## config.mk

```make
export PLATFORM = sky130hd
export DESIGN_NAME = fdiv_top
export DESIGN_NICKNAME = d
export VERILOG_FILES = /design/src/logic/fdiv_pkg.sv /design/src/logic/backend_pkg.sv /design/src/logic/fdiv_issue_if.sv /design/src/logic/fdiv_top.sv /design/src/logic/fdiv_unit.sv /design/src/logic/fdiv_mant_divider.sv /design/src/logic/fdiv_issue_queue.sv
export SDC_FILE = /design/constraint.sdc
export NUM_CORES = 1
export LEC_CHECK = 0
export ABC_CLOCK_PERIOD_IN_PS = 12670
export BUFFER_PORTS_ARGS = -buffer_cell sky130_fd_sc_hd__buf_2
export CAP_MARGIN = 20
export CORE_AREA = 10 10 295 297
export CTS_CLUSTER_SIZE = 12
export DETAILED_ROUTE_END_ITERATION = 10
export DIE_AREA = 0 0 305 307
export PLACE_DENSITY = 0.56
export SETUP_SLACK_MARGIN = 0.15
export SLEW_MARGIN = 20
export SYNTH_ARGS = -nofsm -noshare
export SYNTH_HDL_FRONTEND = slang
export SYNTH_SLANG_ARGS = --single-unit
```

## constraint.sdc

```tcl
create_clock -name clk -period 12.67 [get_ports clk]
set_input_delay 3.801 -clock clk [delete_from_list [all_inputs] [get_ports clk]]
set_output_delay 3.801 -clock clk [all_outputs]
set_load 0.02 [all_outputs]
```

## src/logic/fdiv_pkg.sv

```systemverilog
`default_nettype none

package fdiv_pkg;

    typedef logic [31:0] fp32_t;
    typedef logic [7:0]  fexp_t;
    typedef logic [23:0] fman_t;   // hidden bit included

    typedef enum logic [2:0] {
        RNE = 3'b000,
        RTZ = 3'b001,
        DYN = 3'b111    // take frm from the top level
    } rm_e;

    // order is NV DZ OF UF NX
    typedef logic [4:0] fflags_t;

    localparam fflags_t FLAG_NV = 5'b10000;
    localparam fflags_t FLAG_DZ = 5'b01000;
    localparam fflags_t FLAG_OF = 5'b00100;
    localparam fflags_t FLAG_UF = 5'b00010;
    localparam fflags_t FLAG_NX = 5'b00001;

    localparam fexp_t EXP_BIAS = 8'd127;
    localparam fexp_t EXP_MAX  = 8'hff;

    localparam fp32_t FP32_QNAN = 32'h7fc0_0000;
    localparam fp32_t FP32_MAXF = 32'h7f7f_ffff;
    localparam fp32_t FP32_INF  = 32'h7f80_0000;   // no sign

    // sign bit on top of an unsigned constant
    function automatic fp32_t fp32_signed(input logic s, input fp32_t mag);
        return mag | {s, 31'd0};
    endfunction

endpackage

`default_nettype wire

```

## src/logic/backend_pkg.sv

```systemverilog
`default_nettype none

package backend_pkg;

    localparam int ROB_IDX_W = 6;   // msb is the wrap bit, 32 entries
    localparam int PREG_W    = 7;

    typedef logic [ROB_IDX_W-1:0] rob_idx_t;
    typedef logic [PREG_W-1:0]    preg_t;

    typedef struct packed {
        logic     valid;
        rob_idx_t rob_idx;
    } redirect_t;

    // true when a is strictly older than b
    function automatic logic rob_older(input rob_idx_t a, input rob_idx_t b);
        if (a[ROB_IDX_W-1] == b[ROB_IDX_W-1]) begin
            return a[ROB_IDX_W-2:0] < b[ROB_IDX_W-2:0];
        end
        return a[ROB_IDX_W-2:0] > b[ROB_IDX_W-2:0];   // wrapped
    endfunction

    // anything not older than the redirect point dies
    function automatic logic rob_killed(input redirect_t r, input rob_idx_t idx);
        return r.valid && !rob_older(idx, r.rob_idx);
    endfunction

endpackage

`default_nettype wire
```

## src/logic/fdiv_issue_if.sv

```systemverilog
`timescale 1ns/1ns
`default_nettype none

interface fdiv_issue_if;
    import backend_pkg::*;
    import fdiv_pkg::*;

    logic     valid;
    fp32_t    a;
    fp32_t    b;
    rm_e      rm;       // already resolved, RNE or RTZ
    preg_t    rd;
    rob_idx_t rob_idx;
    logic     ready;

    modport queue (
        output valid, a, b, rm, rd, rob_idx,
        input  ready
    );

    modport unit (
        input  valid, a, b, rm, rd, rob_idx,
        output ready
    );

endinterface

`default_nettype wire

```

## src/logic/fdiv_top.sv

```systemverilog
`timescale 1ns/1ns
`default_nettype none

module fdiv_top #(
    parameter int QUEUE_DEPTH = 4
) (
    input  logic                  clk,
    input  logic                  rst,
    // dispatch
    input  logic                  dispatch_valid_i,
    output logic                  dispatch_ready_o,
    input  fdiv_pkg::fp32_t       dispatch_a_i,
    input  fdiv_pkg::fp32_t       dispatch_b_i,
    input  fdiv_pkg::rm_e         dispatch_rm_i,
    input  backend_pkg::preg_t    dispatch_rd_i,
    input  backend_pkg::rob_idx_t dispatch_rob_idx_i,
    input  fdiv_pkg::rm_e         frm_i,
    input  logic                  redirect_i,
    input  backend_pkg::rob_idx_t redirect_rob_idx_i,
    // wakeup
    output logic                  wakeup_valid_o,
    input  logic                  wakeup_ready_i,
    output backend_pkg::preg_t    wakeup_rd_o,
    // writeback
    output logic                  wb_valid_o,
    input  logic                  wb_ready_i,
    output fdiv_pkg::fp32_t       wb_data_o,
    output fdiv_pkg::fflags_t     wb_fflags_o,
    output backend_pkg::preg_t    wb_rd_o,
    output backend_pkg::rob_idx_t wb_rob_idx_o
);

    fdiv_issue_if issue_if ();

    fdiv_issue_queue #(
        .DEPTH (QUEUE_DEPTH)
    ) u_queue (
        .clk                (clk),
        .rst                (rst),
        .dispatch_valid_i   (dispatch_valid_i),
        .dispatch_ready_o   (dispatch_ready_o),
        .dispatch_a_i       (dispatch_a_i),
        .dispatch_b_i       (dispatch_b_i),
        .dispatch_rm_i      (dispatch_rm_i),
        .dispatch_rd_i      (dispatch_rd_i),
        .dispatch_rob_idx_i (dispatch_rob_idx_i),
        .frm_i              (frm_i),
        .redirect_i         (redirect_i),
        .redirect_rob_idx_i (redirect_rob_idx_i),
        .issue              (issue_if.queue)
    );

    fdiv_unit u_unit (
        .clk                (clk),
        .rst                (rst),
        .redirect_i         (redirect_i),
        .redirect_rob_idx_i (redirect_rob_idx_i),
        .issue              (issue_if.unit),
        .wakeup_valid_o     (wakeup_valid_o),
        .wakeup_ready_i     (wakeup_ready_i),
        .wakeup_rd_o        (wakeup_rd_o),
        .wb_valid_o         (wb_valid_o),
        .wb_ready_i         (wb_ready_i),
        .wb_data_o          (wb_data_o),
        .wb_fflags_o        (wb_fflags_o),
        .wb_rd_o            (wb_rd_o),
        .wb_rob_idx_o       (wb_rob_idx_o)
    );

endmodule

`default_nettype wire

```

## src/logic/fdiv_unit.sv

```systemverilog
`timescale 1ns/1ns
`default_nettype none

module fdiv_unit (
    input  logic                  clk,
    input  logic                  rst,
    input  logic                  redirect_i,
    input  backend_pkg::rob_idx_t redirect_rob_idx_i,
    fdiv_issue_if.unit            issue,
    output logic                  wakeup_valid_o,
    input  logic                  wakeup_ready_i,
    output backend_pkg::preg_t    wakeup_rd_o,
    output logic                  wb_valid_o,
    input  logic                  wb_ready_i,
    output fdiv_pkg::fp32_t       wb_data_o,
    output fdiv_pkg::fflags_t     wb_fflags_o,
    output backend_pkg::preg_t    wb_rd_o,
    output backend_pkg::rob_idx_t wb_rob_idx_o
);
    import backend_pkg::*;
    import fdiv_pkg::*;

    typedef enum logic [1:0] {IDLE, DIVIDE, ROUND, DELIVER} state_e;

    state_e            state_q;
    redirect_t         redir;
    logic              issue_fire;
    logic              kill_held;
    fexp_t             ea, eb;
    logic              a_zero, b_zero, a_inf, b_inf, a_nan, b_nan;
    logic              res_sign;
    logic              special;
    fp32_t             spec_data;
    fflags_t           spec_flags;
    logic              sign_q;
    rm_e               rm_q;
    preg_t             rd_q;
    rob_idx_t          rob_q;
    logic signed [9:0] exp_q;
    logic              div_start, div_busy, div_done, div_sticky;
    logic [25:0]       div_quot;
    fman_t             man;
    logic              guard, sticky, round_up;
    logic [24:0]       man_rnd;
    logic signed [9:0] exp_pre, exp_rnd;
    fp32_t             rnd_data;
    fflags_t           rnd_flags;

    assign redir      = '{valid: redirect_i, rob_idx: redirect_rob_idx_i};
    assign kill_held  = (state_q != IDLE) && rob_killed(redir, rob_q);
    assign issue.ready = (state_q == IDLE);
    assign issue_fire = issue.valid && issue.ready;

    // unpack, subnormals count as zero
    assign ea       = issue.a[30:23];
    assign eb       = issue.b[30:23];
    assign a_zero   = (ea == '0);
    assign b_zero   = (eb == '0);
    assign a_inf    = (ea == EXP_MAX) && (issue.a[22:0] == '0);
    assign b_inf    = (eb == EXP_MAX) && (issue.b[22:0] == '0);
    assign a_nan    = (ea == EXP_MAX) && (issue.a[22:0] != '0);
    assign b_nan    = (eb == EXP_MAX) && (issue.b[22:0] != '0);
    assign res_sign = issue.a[31] ^ issue.b[31];

    always_comb begin
        special    = 1'b1;
        spec_flags = '0;
        spec_data  = {res_sign, 31'd0};   // signed zero unless below
        if (a_nan || b_nan || (a_zero && b_zero) || (a_inf && b_inf)) begin
            spec_data  = FP32_QNAN;
            spec_flags = FLAG_NV;
        end else if (a_inf) begin
            spec_data = fp32_signed(res_sign, FP32_INF);
        end else if (b_zero) begin
            spec_data  = fp32_signed(res_sign, FP32_INF);
            spec_flags = FLAG_DZ;
        end else if (!(a_zero || b_inf)) begin
            special = 1'b0;
        end
    end

    assign div_start = issue_fire && !special;

    fdiv_mant_divider u_mant_div (
        .clk        (clk),
        .rst        (rst),
        .start_i    (div_start),
        .kill_i     (kill_held && div_busy),
        .dividend_i ({1'b1, issue.a[22:0]}),
        .divisor_i  ({1'b1, issue.b[22:0]}),
        .busy_o     (div_busy),
        .done_o     (div_done),
        .quotient_o (div_quot),
        .sticky_o   (div_sticky)
    );

    // normalize, quotient lies in [0.5, 2)
    always_comb begin
        if (div_quot[25]) begin
            man     = div_quot[25:2];
            guard   = div_quot[1];
            sticky  = div_quot[0] | div_sticky;
            exp_pre = exp_q;
        end else begin
            man     = div_quot[24:1];
            guard   = div_quot[0];
            sticky  = div_sticky;
            exp_pre = exp_q - 10'sd1;
        end
        round_up = (rm_q == RNE) && guard && (sticky || man[0]);
        man_rnd  = {1'b0, man} + {24'd0, round_up};
        exp_rnd  = exp_pre + {9'd0, man_rnd[24]};   // carry out of the mantissa
        if (exp_rnd >= 10'sd255) begin
            rnd_data  = (rm_q == RTZ) ? fp32_signed(sign_q, FP32_MAXF)
                                      : fp32_signed(sign_q, FP32_INF);
            rnd_flags = FLAG_OF | FLAG_NX;
        end else if (exp_rnd <= 10'sd0) begin
            rnd_data  = {sign_q, 31'd0};   // flush
            rnd_flags = FLAG_UF | FLAG_NX;
        end else begin
            rnd_data  = {sign_q, exp_rnd[7:0], man_rnd[22:0]};
            rnd_flags = (guard || sticky) ? FLAG_NX : '0;
        end
    end

    always_ff @(posedge clk or posedge rst) begin
        if (rst) begin
            state_q        <= IDLE;
            wb_valid_o     <= 1'b0;
            wakeup_valid_o <= 1'b0;
        end else begin
            case (state_q)
                IDLE: begin
                    if (issue_fire && special) begin
                        state_q        <= DELIVER;
                        wb_valid_o     <= 1'b1;
                        wakeup_valid_o <= 1'b1;
                    end else if (issue_fire) begin
                        state_q <= DIVIDE;
                    end
                end
                DIVIDE: begin
                    if (kill_held) begin
                        state_q <= IDLE;
                    end else if (div_done) begin
                        state_q <= ROUND;
                    end
                end
                ROUND: begin
                    if (kill_held) begin
                        state_q <= IDLE;
                    end else begin
                        state_q        <= DELIVER;
                        wb_valid_o     <= 1'b1;
                        wakeup_valid_o <= 1'b1;
                    end
                end
                DELIVER: begin
                    if (kill_held) begin
                        state_q        <= IDLE;
                        wb_valid_o     <= 1'b0;
                        wakeup_valid_o <= 1'b0;
                    end else begin
                        if (wb_ready_i) begin
                            wb_valid_o <= 1'b0;
                        end
                        if (wakeup_ready_i) begin
                            wakeup_valid_o <= 1'b0;
                        end
                        // leave once both handshakes are through
                        if ((!wb_valid_o || wb_ready_i) && (!wakeup_valid_o || wakeup_ready_i)) begin
                            state_q <= IDLE;
                        end
                    end
                end
                default: state_q <= IDLE;
            endcase
        end
    end

    always_ff @(posedge clk) begin
        if (issue_fire) begin
            sign_q      <= res_sign;
            rm_q        <= issue.rm;
            rd_q        <= issue.rd;
            rob_q       <= issue.rob_idx;
            exp_q       <= $signed({2'b00, ea}) - $signed({2'b00, eb}) + $signed({2'b00, EXP_BIAS});
            wb_data_o   <= spec_data;
            wb_fflags_o <= spec_flags;
        end else if (state_q == ROUND) begin
            wb_data_o   <= rnd_data;
            wb_fflags_o <= rnd_flags;
        end
    end

    assign wakeup_rd_o  = rd_q;
    assign wb_rd_o      = rd_q;
    assign wb_rob_idx_o = rob_q;

endmodule

`default_nettype wire

```

## src/logic/fdiv_mant_divider.sv

```systemverilog
`timescale 1ns/1ns
`default_nettype none

module fdiv_mant_divider (
    input  logic            clk,
    input  logic            rst,
    input  logic            start_i,
    input  logic            kill_i,
    input  fdiv_pkg::fman_t dividend_i,
    input  fdiv_pkg::fman_t divisor_i,
    output logic            busy_o,
    output logic            done_o,
    output logic [25:0]     quotient_o,
    output logic            sticky_o
);
    import fdiv_pkg::*;

    localparam int STEPS = 26;

    logic [24:0] rem_q;
    logic [24:0] rem_cur;
    logic [24:0] rem_next;
    fman_t       dvsr_q;
    fman_t       dvsr_cur;
    logic [25:0] diff;
    logic        q_bit;
    logic [4:0]  count_q;

    // first step runs on the start edge itself
    assign rem_cur  = start_i ? {1'b0, dividend_i} : rem_q;
    assign dvsr_cur = start_i ? divisor_i : dvsr_q;

    assign diff     = {1'b0, rem_cur} - {2'b00, dvsr_cur};
    assign q_bit    = ~diff[25];
    assign rem_next = q_bit ? {diff[23:0], 1'b0} : {rem_cur[23:0], 1'b0};

    assign done_o   = busy_o && (count_q == 5'(STEPS - 1));   // last step this edge
    assign sticky_o = |rem_q;

    always_ff @(posedge clk or posedge rst) begin
        if (rst) begin
            busy_o  <= 1'b0;
            count_q <= '0;
        end else if (kill_i) begin
            busy_o  <= 1'b0;
        end else if (start_i) begin
            busy_o  <= 1'b1;
            count_q <= 5'd1;
        end else if (busy_o) begin
            count_q <= count_q + 5'd1;
            if (done_o) begin
                busy_o <= 1'b0;
            end
        end
    end

    always_ff @(posedge clk) begin
        if (start_i || busy_o) begin
            rem_q      <= rem_next;
            quotient_o <= {quotient_o[24:0], q_bit};
        end
        if (start_i) begin
            dvsr_q <= divisor_i;
        end
    end

endmodule

`default_nettype wire

```

## src/logic/fdiv_issue_queue.sv

```systemverilog
`timescale 1ns/1ns
`default_nettype none

module fdiv_issue_queue #(
    parameter int DEPTH = 4
) (
    input  logic                 clk,
    input  logic                 rst,
    input  logic                 dispatch_valid_i,
    output logic                 dispatch_ready_o,
    input  fdiv_pkg::fp32_t      dispatch_a_i,
    input  fdiv_pkg::fp32_t      dispatch_b_i,
    input  fdiv_pkg::rm_e        dispatch_rm_i,
    input  backend_pkg::preg_t   dispatch_rd_i,
    input  backend_pkg::rob_idx_t dispatch_rob_idx_i,
    input  fdiv_pkg::rm_e        frm_i,
    input  logic                 redirect_i,
    input  backend_pkg::rob_idx_t redirect_rob_idx_i,
    fdiv_issue_if.queue          issue
);
    import backend_pkg::*;
    import fdiv_pkg::*;

    localparam int IDX_W = (DEPTH > 1) ? $clog2(DEPTH) : 1;

    logic [DEPTH-1:0] ent_valid;
    logic [DEPTH-1:0] ent_kill;
    logic [DEPTH-1:0] ent_live;
    fp32_t            ent_a   [DEPTH];
    fp32_t            ent_b   [DEPTH];
    rm_e              ent_rm  [DEPTH];
    preg_t            ent_rd  [DEPTH];
    rob_idx_t         ent_rob [DEPTH];

    redirect_t        redir;
    logic [IDX_W-1:0] sel_idx;
    logic             sel_found;
    logic [IDX_W-1:0] free_idx;
    logic             dispatch_fire;
    logic             dispatch_kill;
    logic             issue_fire;
    rm_e              rm_resolved;

    assign redir = '{valid: redirect_i, rob_idx: redirect_rob_idx_i};

    always_comb begin
        for (int i = 0; i < DEPTH; i++) begin
            ent_kill[i] = ent_valid[i] && rob_killed(redir, ent_rob[i]);
        end
    end

    assign ent_live = ent_valid & ~ent_kill;   // dying entries are never offered

    // oldest live entry by rob age
    always_comb begin
        sel_found = 1'b0;
        sel_idx   = '0;
        for (int i = 0; i < DEPTH; i++) begin
            if (ent_live[i] && (!sel_found || rob_older(ent_rob[i], ent_rob[sel_idx]))) begin
                sel_found = 1'b1;
                sel_idx   = IDX_W'(i);
            end
        end
    end

    // first empty slot
    always_comb begin
        free_idx = '0;
        for (int i = DEPTH - 1; i >= 0; i--) begin
            if (!ent_valid[i]) begin
                free_idx = IDX_W'(i);
            end
        end
    end

    assign dispatch_ready_o = ~&ent_valid;
    assign dispatch_fire    = dispatch_valid_i && dispatch_ready_o;
    assign dispatch_kill    = rob_killed(redir, dispatch_rob_idx_i);
    assign rm_resolved      = (dispatch_rm_i == DYN) ? frm_i : dispatch_rm_i;

    assign issue.valid   = sel_found;
    assign issue.a       = ent_a[sel_idx];
    assign issue.b       = ent_b[sel_idx];
    assign issue.rm      = ent_rm[sel_idx];
    assign issue.rd      = ent_rd[sel_idx];
    assign issue.rob_idx = ent_rob[sel_idx];
    assign issue_fire    = issue.valid && issue.ready;

    always_ff @(posedge clk or posedge rst) begin
        if (rst) begin
            ent_valid <= '0;
        end else begin
            ent_valid <= ent_valid & ~ent_kill;
            if (issue_fire) begin
                ent_valid[sel_idx] <= 1'b0;
            end
            if (dispatch_fire && !dispatch_kill) begin
                ent_valid[free_idx] <= 1'b1;
            end
        end
    end

    always_ff @(posedge clk) begin
        if (dispatch_fire) begin
            ent_a[free_idx]   <= dispatch_a_i;
            ent_b[free_idx]   <= dispatch_b_i;
            ent_rm[free_idx]  <= rm_resolved;
            ent_rd[free_idx]  <= dispatch_rd_i;
            ent_rob[free_idx] <= dispatch_rob_idx_i;
        end
    end

endmodule

`default_nettype wire

```

==> out/metrics.yaml <==
timing:
  skew_ns: 0.0510
  setup_ws_ns: 0.574
  worst_pin_slew_ns: 1.07
  max_freq_mhz: 82.7
  tns_ns: 0
  rsz0062_at_grt: "false"
  post-route-min-period_ns: 12.10
  max_slew_margin_pct: 27.7
  maxSlewViolCount: 0
  period_share_pct: 95.5
  hold_viol_final: 0
  setup_viol: 0
worst_setup_path:
  path_class: "in -> reg"
  max_stage_delay_ns: 0.47
  critPathSlowestCell: "a2111oi_4"
  cp.arrival_ns: 12.42
  worst_setup_path_start_kind: "input pin"
  path_max_fanout: 9
  critPathRequiredTime_ns: 12.99
  end_kind: "flip-flop"
logic_synthesis:
  syn_inst: 2125
  synthArstFlopShare_pct: 2.97
  synth.distinct_cells: 104
  yosys_warnings: 0
  yosysTopAreaCellShare_pct: 54.2
  synth_ff_type: "edfxtp_1"
  ys_ff_latch: 472
  synth_area_leaders: "edfxtp_1 (54%), ha_1 (4.1%), nand2_1 (4.0%)"
  synth_largest_area_cell: "edfxtp_1"
  yosysSeqAreaShare_pct: 57.6
  synthesis.nets: 2300
  synth_edf_count: 434
  synth.avg_cell_area_um2: 11.3
  synth_area_um2: 24100
cells_and_area:
  nNetsFinal: 2528
  final_common_cell: "edfxtp_1"
  drive_gt1_share_pct: 19.8
  multi_input_area_um2: 9870
  fin_cells: 3467
  ff_latch_area_um2: 13900
  most-common-layout-cells: "edfxtp_1 (434), nand2_1 (257), nor2_1 (173)"
  utilization_pct: 35.4
  fillerInstances: 7943
  syn_to_final_growth_pct: 19.7
placement:
  hpwl_um: 52500
  dp.cells: 3362
  place.gp.congestion: 0.916
  place_worst_setup_slack_ns: -0.306
  io_buffers: 154
power:
  p_per_area_nw_per_um2: 308
  ir_worst_vdd_mv: 0.140
  p_leak_nw: 10.7
  design_power_total_w: 0.00887
clock_network:
  cts_buffers: 52
  clock_latency_ns: 0.63
  clk_pin_slew_ns: 0.06
  cts_sinks: 472
  clockBufferDepth: 3
  clockRootBuffer: "clkbuf_16"
  cts_tree: "built"
  htreeDepth: 2
global_route:
  grt_usage_pct: 15.0
  grt_start_max_net_pins: 75
  grt-ovfl-total: 0
  grt_pass1_vias: 17603
  antenna_found_initial: 19
  grt_pass1_wl_um: 110000
route:
  avgViaCountPerCell: 5.13
  ant_nets: 0
  wl_per_cell_um: 21.1
  wl_um: 73200
  drt_iter0_drc: 1445
  drc: 0
  via_count: 17771
  first_pass_iters: 5
floorplanning:
  start_util_pct: 29.6
  die_height_um: 307
  die_x_um: 305
  core_um2: 81300
  io_pins: 155
  die_area_um2: 93600
  rows: 105
worst_hold_path:
  min_path_type: "reg -> reg"
run:
  cap_violations: 0
status:
  status: "finished, final reports clean"
## layout make-up
cell class | count | area share (%)
diodes | 4 | 0.0348
repair buffers | 273 | 5.84
clock buffers | 72 | 4.96
multi-input cells | 1476 | 34.3
well taps | 1070 | 4.65
inverters | 78 | 1.07
clock inverters | 22 | 1.03
flip-flops and latches | 472 | 48.1
## worst max-delay path: cells and delay by family
kind	cells	cell delay (ns)
AO/OA/AOI/OAI	17	3.76
adder cells (fa/ha/maj)	6	1.65
AND/OR/NAND/NOR	12	1.65
buffers and inverters	6	0.91
multiplexers	3	0.63
## cell usage after synthesis (14+ instances only)
master / n
edfxtp_1: 434
nand2_1: 258
nor2_1: 176
a21oi_1: 136
o21ai_0: 111
ha_1: 78
inv_1: 77
nand3_1: 65
clkbuf_1: 58
xnor2_1: 52
xor2_1: 48
mux2i_1: 43
and3_1: 39
a31oi_1: 30
a21o_1: 28
nor3_1: 28
nor4_1: 27
nand4_1: 26
dfxtp_1: 24
buf_1: 22
nand2b_1: 19
a311oi_1: 18
mux2_2: 17
nor2b_1: 17
o21ai_1: 16
o31ai_1: 16
dfrtp_1: 14
or2_2: 14
## layer usage
metal | wire [um] | vias to the layer above | GRT usage [%]
li1 | - | 8366 | -
met1 | 33000 | 8754 | 20.1
met2 | 34000 | 501 | 24.3
met3 | 4610 | 120 | 3.04
met4 | 1460 | 30 | 3.75
met5 | 202 | - | 0
## final timing paths
kind / start / to / slack (ns) / depth (start not counted)
setup / recovery: redirect_rob_idx_i[4] / u_unit.u_mant_div.rem_q[8] / 0.57 / 44
hold / removal: u_unit.u_mant_div.dvsr_q[23] / u_unit.u_mant_div.dvsr_q[23] / 0.44 / 1
setup reg to reg: u_queue.ent_rob[0][3] / u_unit.u_mant_div.rem_q[8] / 3.47 / 43
hold reg to reg: u_unit.u_mant_div.dvsr_q[23] / u_unit.u_mant_div.dvsr_q[23] / 0.44 / 1
max in group asynchronous: rst / u_unit.u_mant_div.count_q[1] / 8.98 / 2
min in group asynchronous: rst / u_unit.wakeup_valid_o / 3.28 / 2
## cells by family after synthesis
family / after synthesis / synth area share, %
AO/OA/AOI/OAI: 469 / 12.7
XOR/XNOR: 100 / 3.64
adder cells (fa/ha/maj): 92 / 4.73
buffers and inverters: 179 / 3.09
flip-flops: 472 / 57.6
multiplexers: 78 / 3.55
AND/OR/NAND/NOR: 735 / 14.7
## registers in the layout (all words and copies together) (netlist names), 6 cells and up
register and flops:
u_queue.ent_b 128, u_queue.ent_rm 12, u_unit.wb_rob_idx_o 6, u_queue.ent_rob 24, u_queue.ent_a 128, u_unit.wb_data_o 32, u_unit.u_mant_div.dvsr_q 24, u_unit.u_mant_div.quotient_o 26
u_unit.exp_q 10, u_queue.ent_rd 28, u_unit.wakeup_rd_o 7, u_unit.u_mant_div.rem_q 24
## report_power, final
part | total (W) | internal (W) | switching (W)
sequential | 0.00261 | 0.00234 | 0.000268
clock | 0.00153 | 0.000892 | 0.000638
combinational | 0.00473 | 0.00189 | 0.00284
total | 0.00887 | 0.00513 | 0.00374
## stage by stage
step	hold WS [ns]	area, um2
finish	0.435	28800
global route	0.472	28800
CTS	0.439	28600
detailed placement	0.425	26900
global placement	0.424	26900
floorplan	0.409	24500
## repair_timing
action / in CTS / in global routing
setup buffers: 0 / 5
endpoints found under the setup margin: 0 / 26
resized for setup: 0 / 24
hold buffers: 0 / 0
Note: power is estimated with default switching activity, not from simulation.
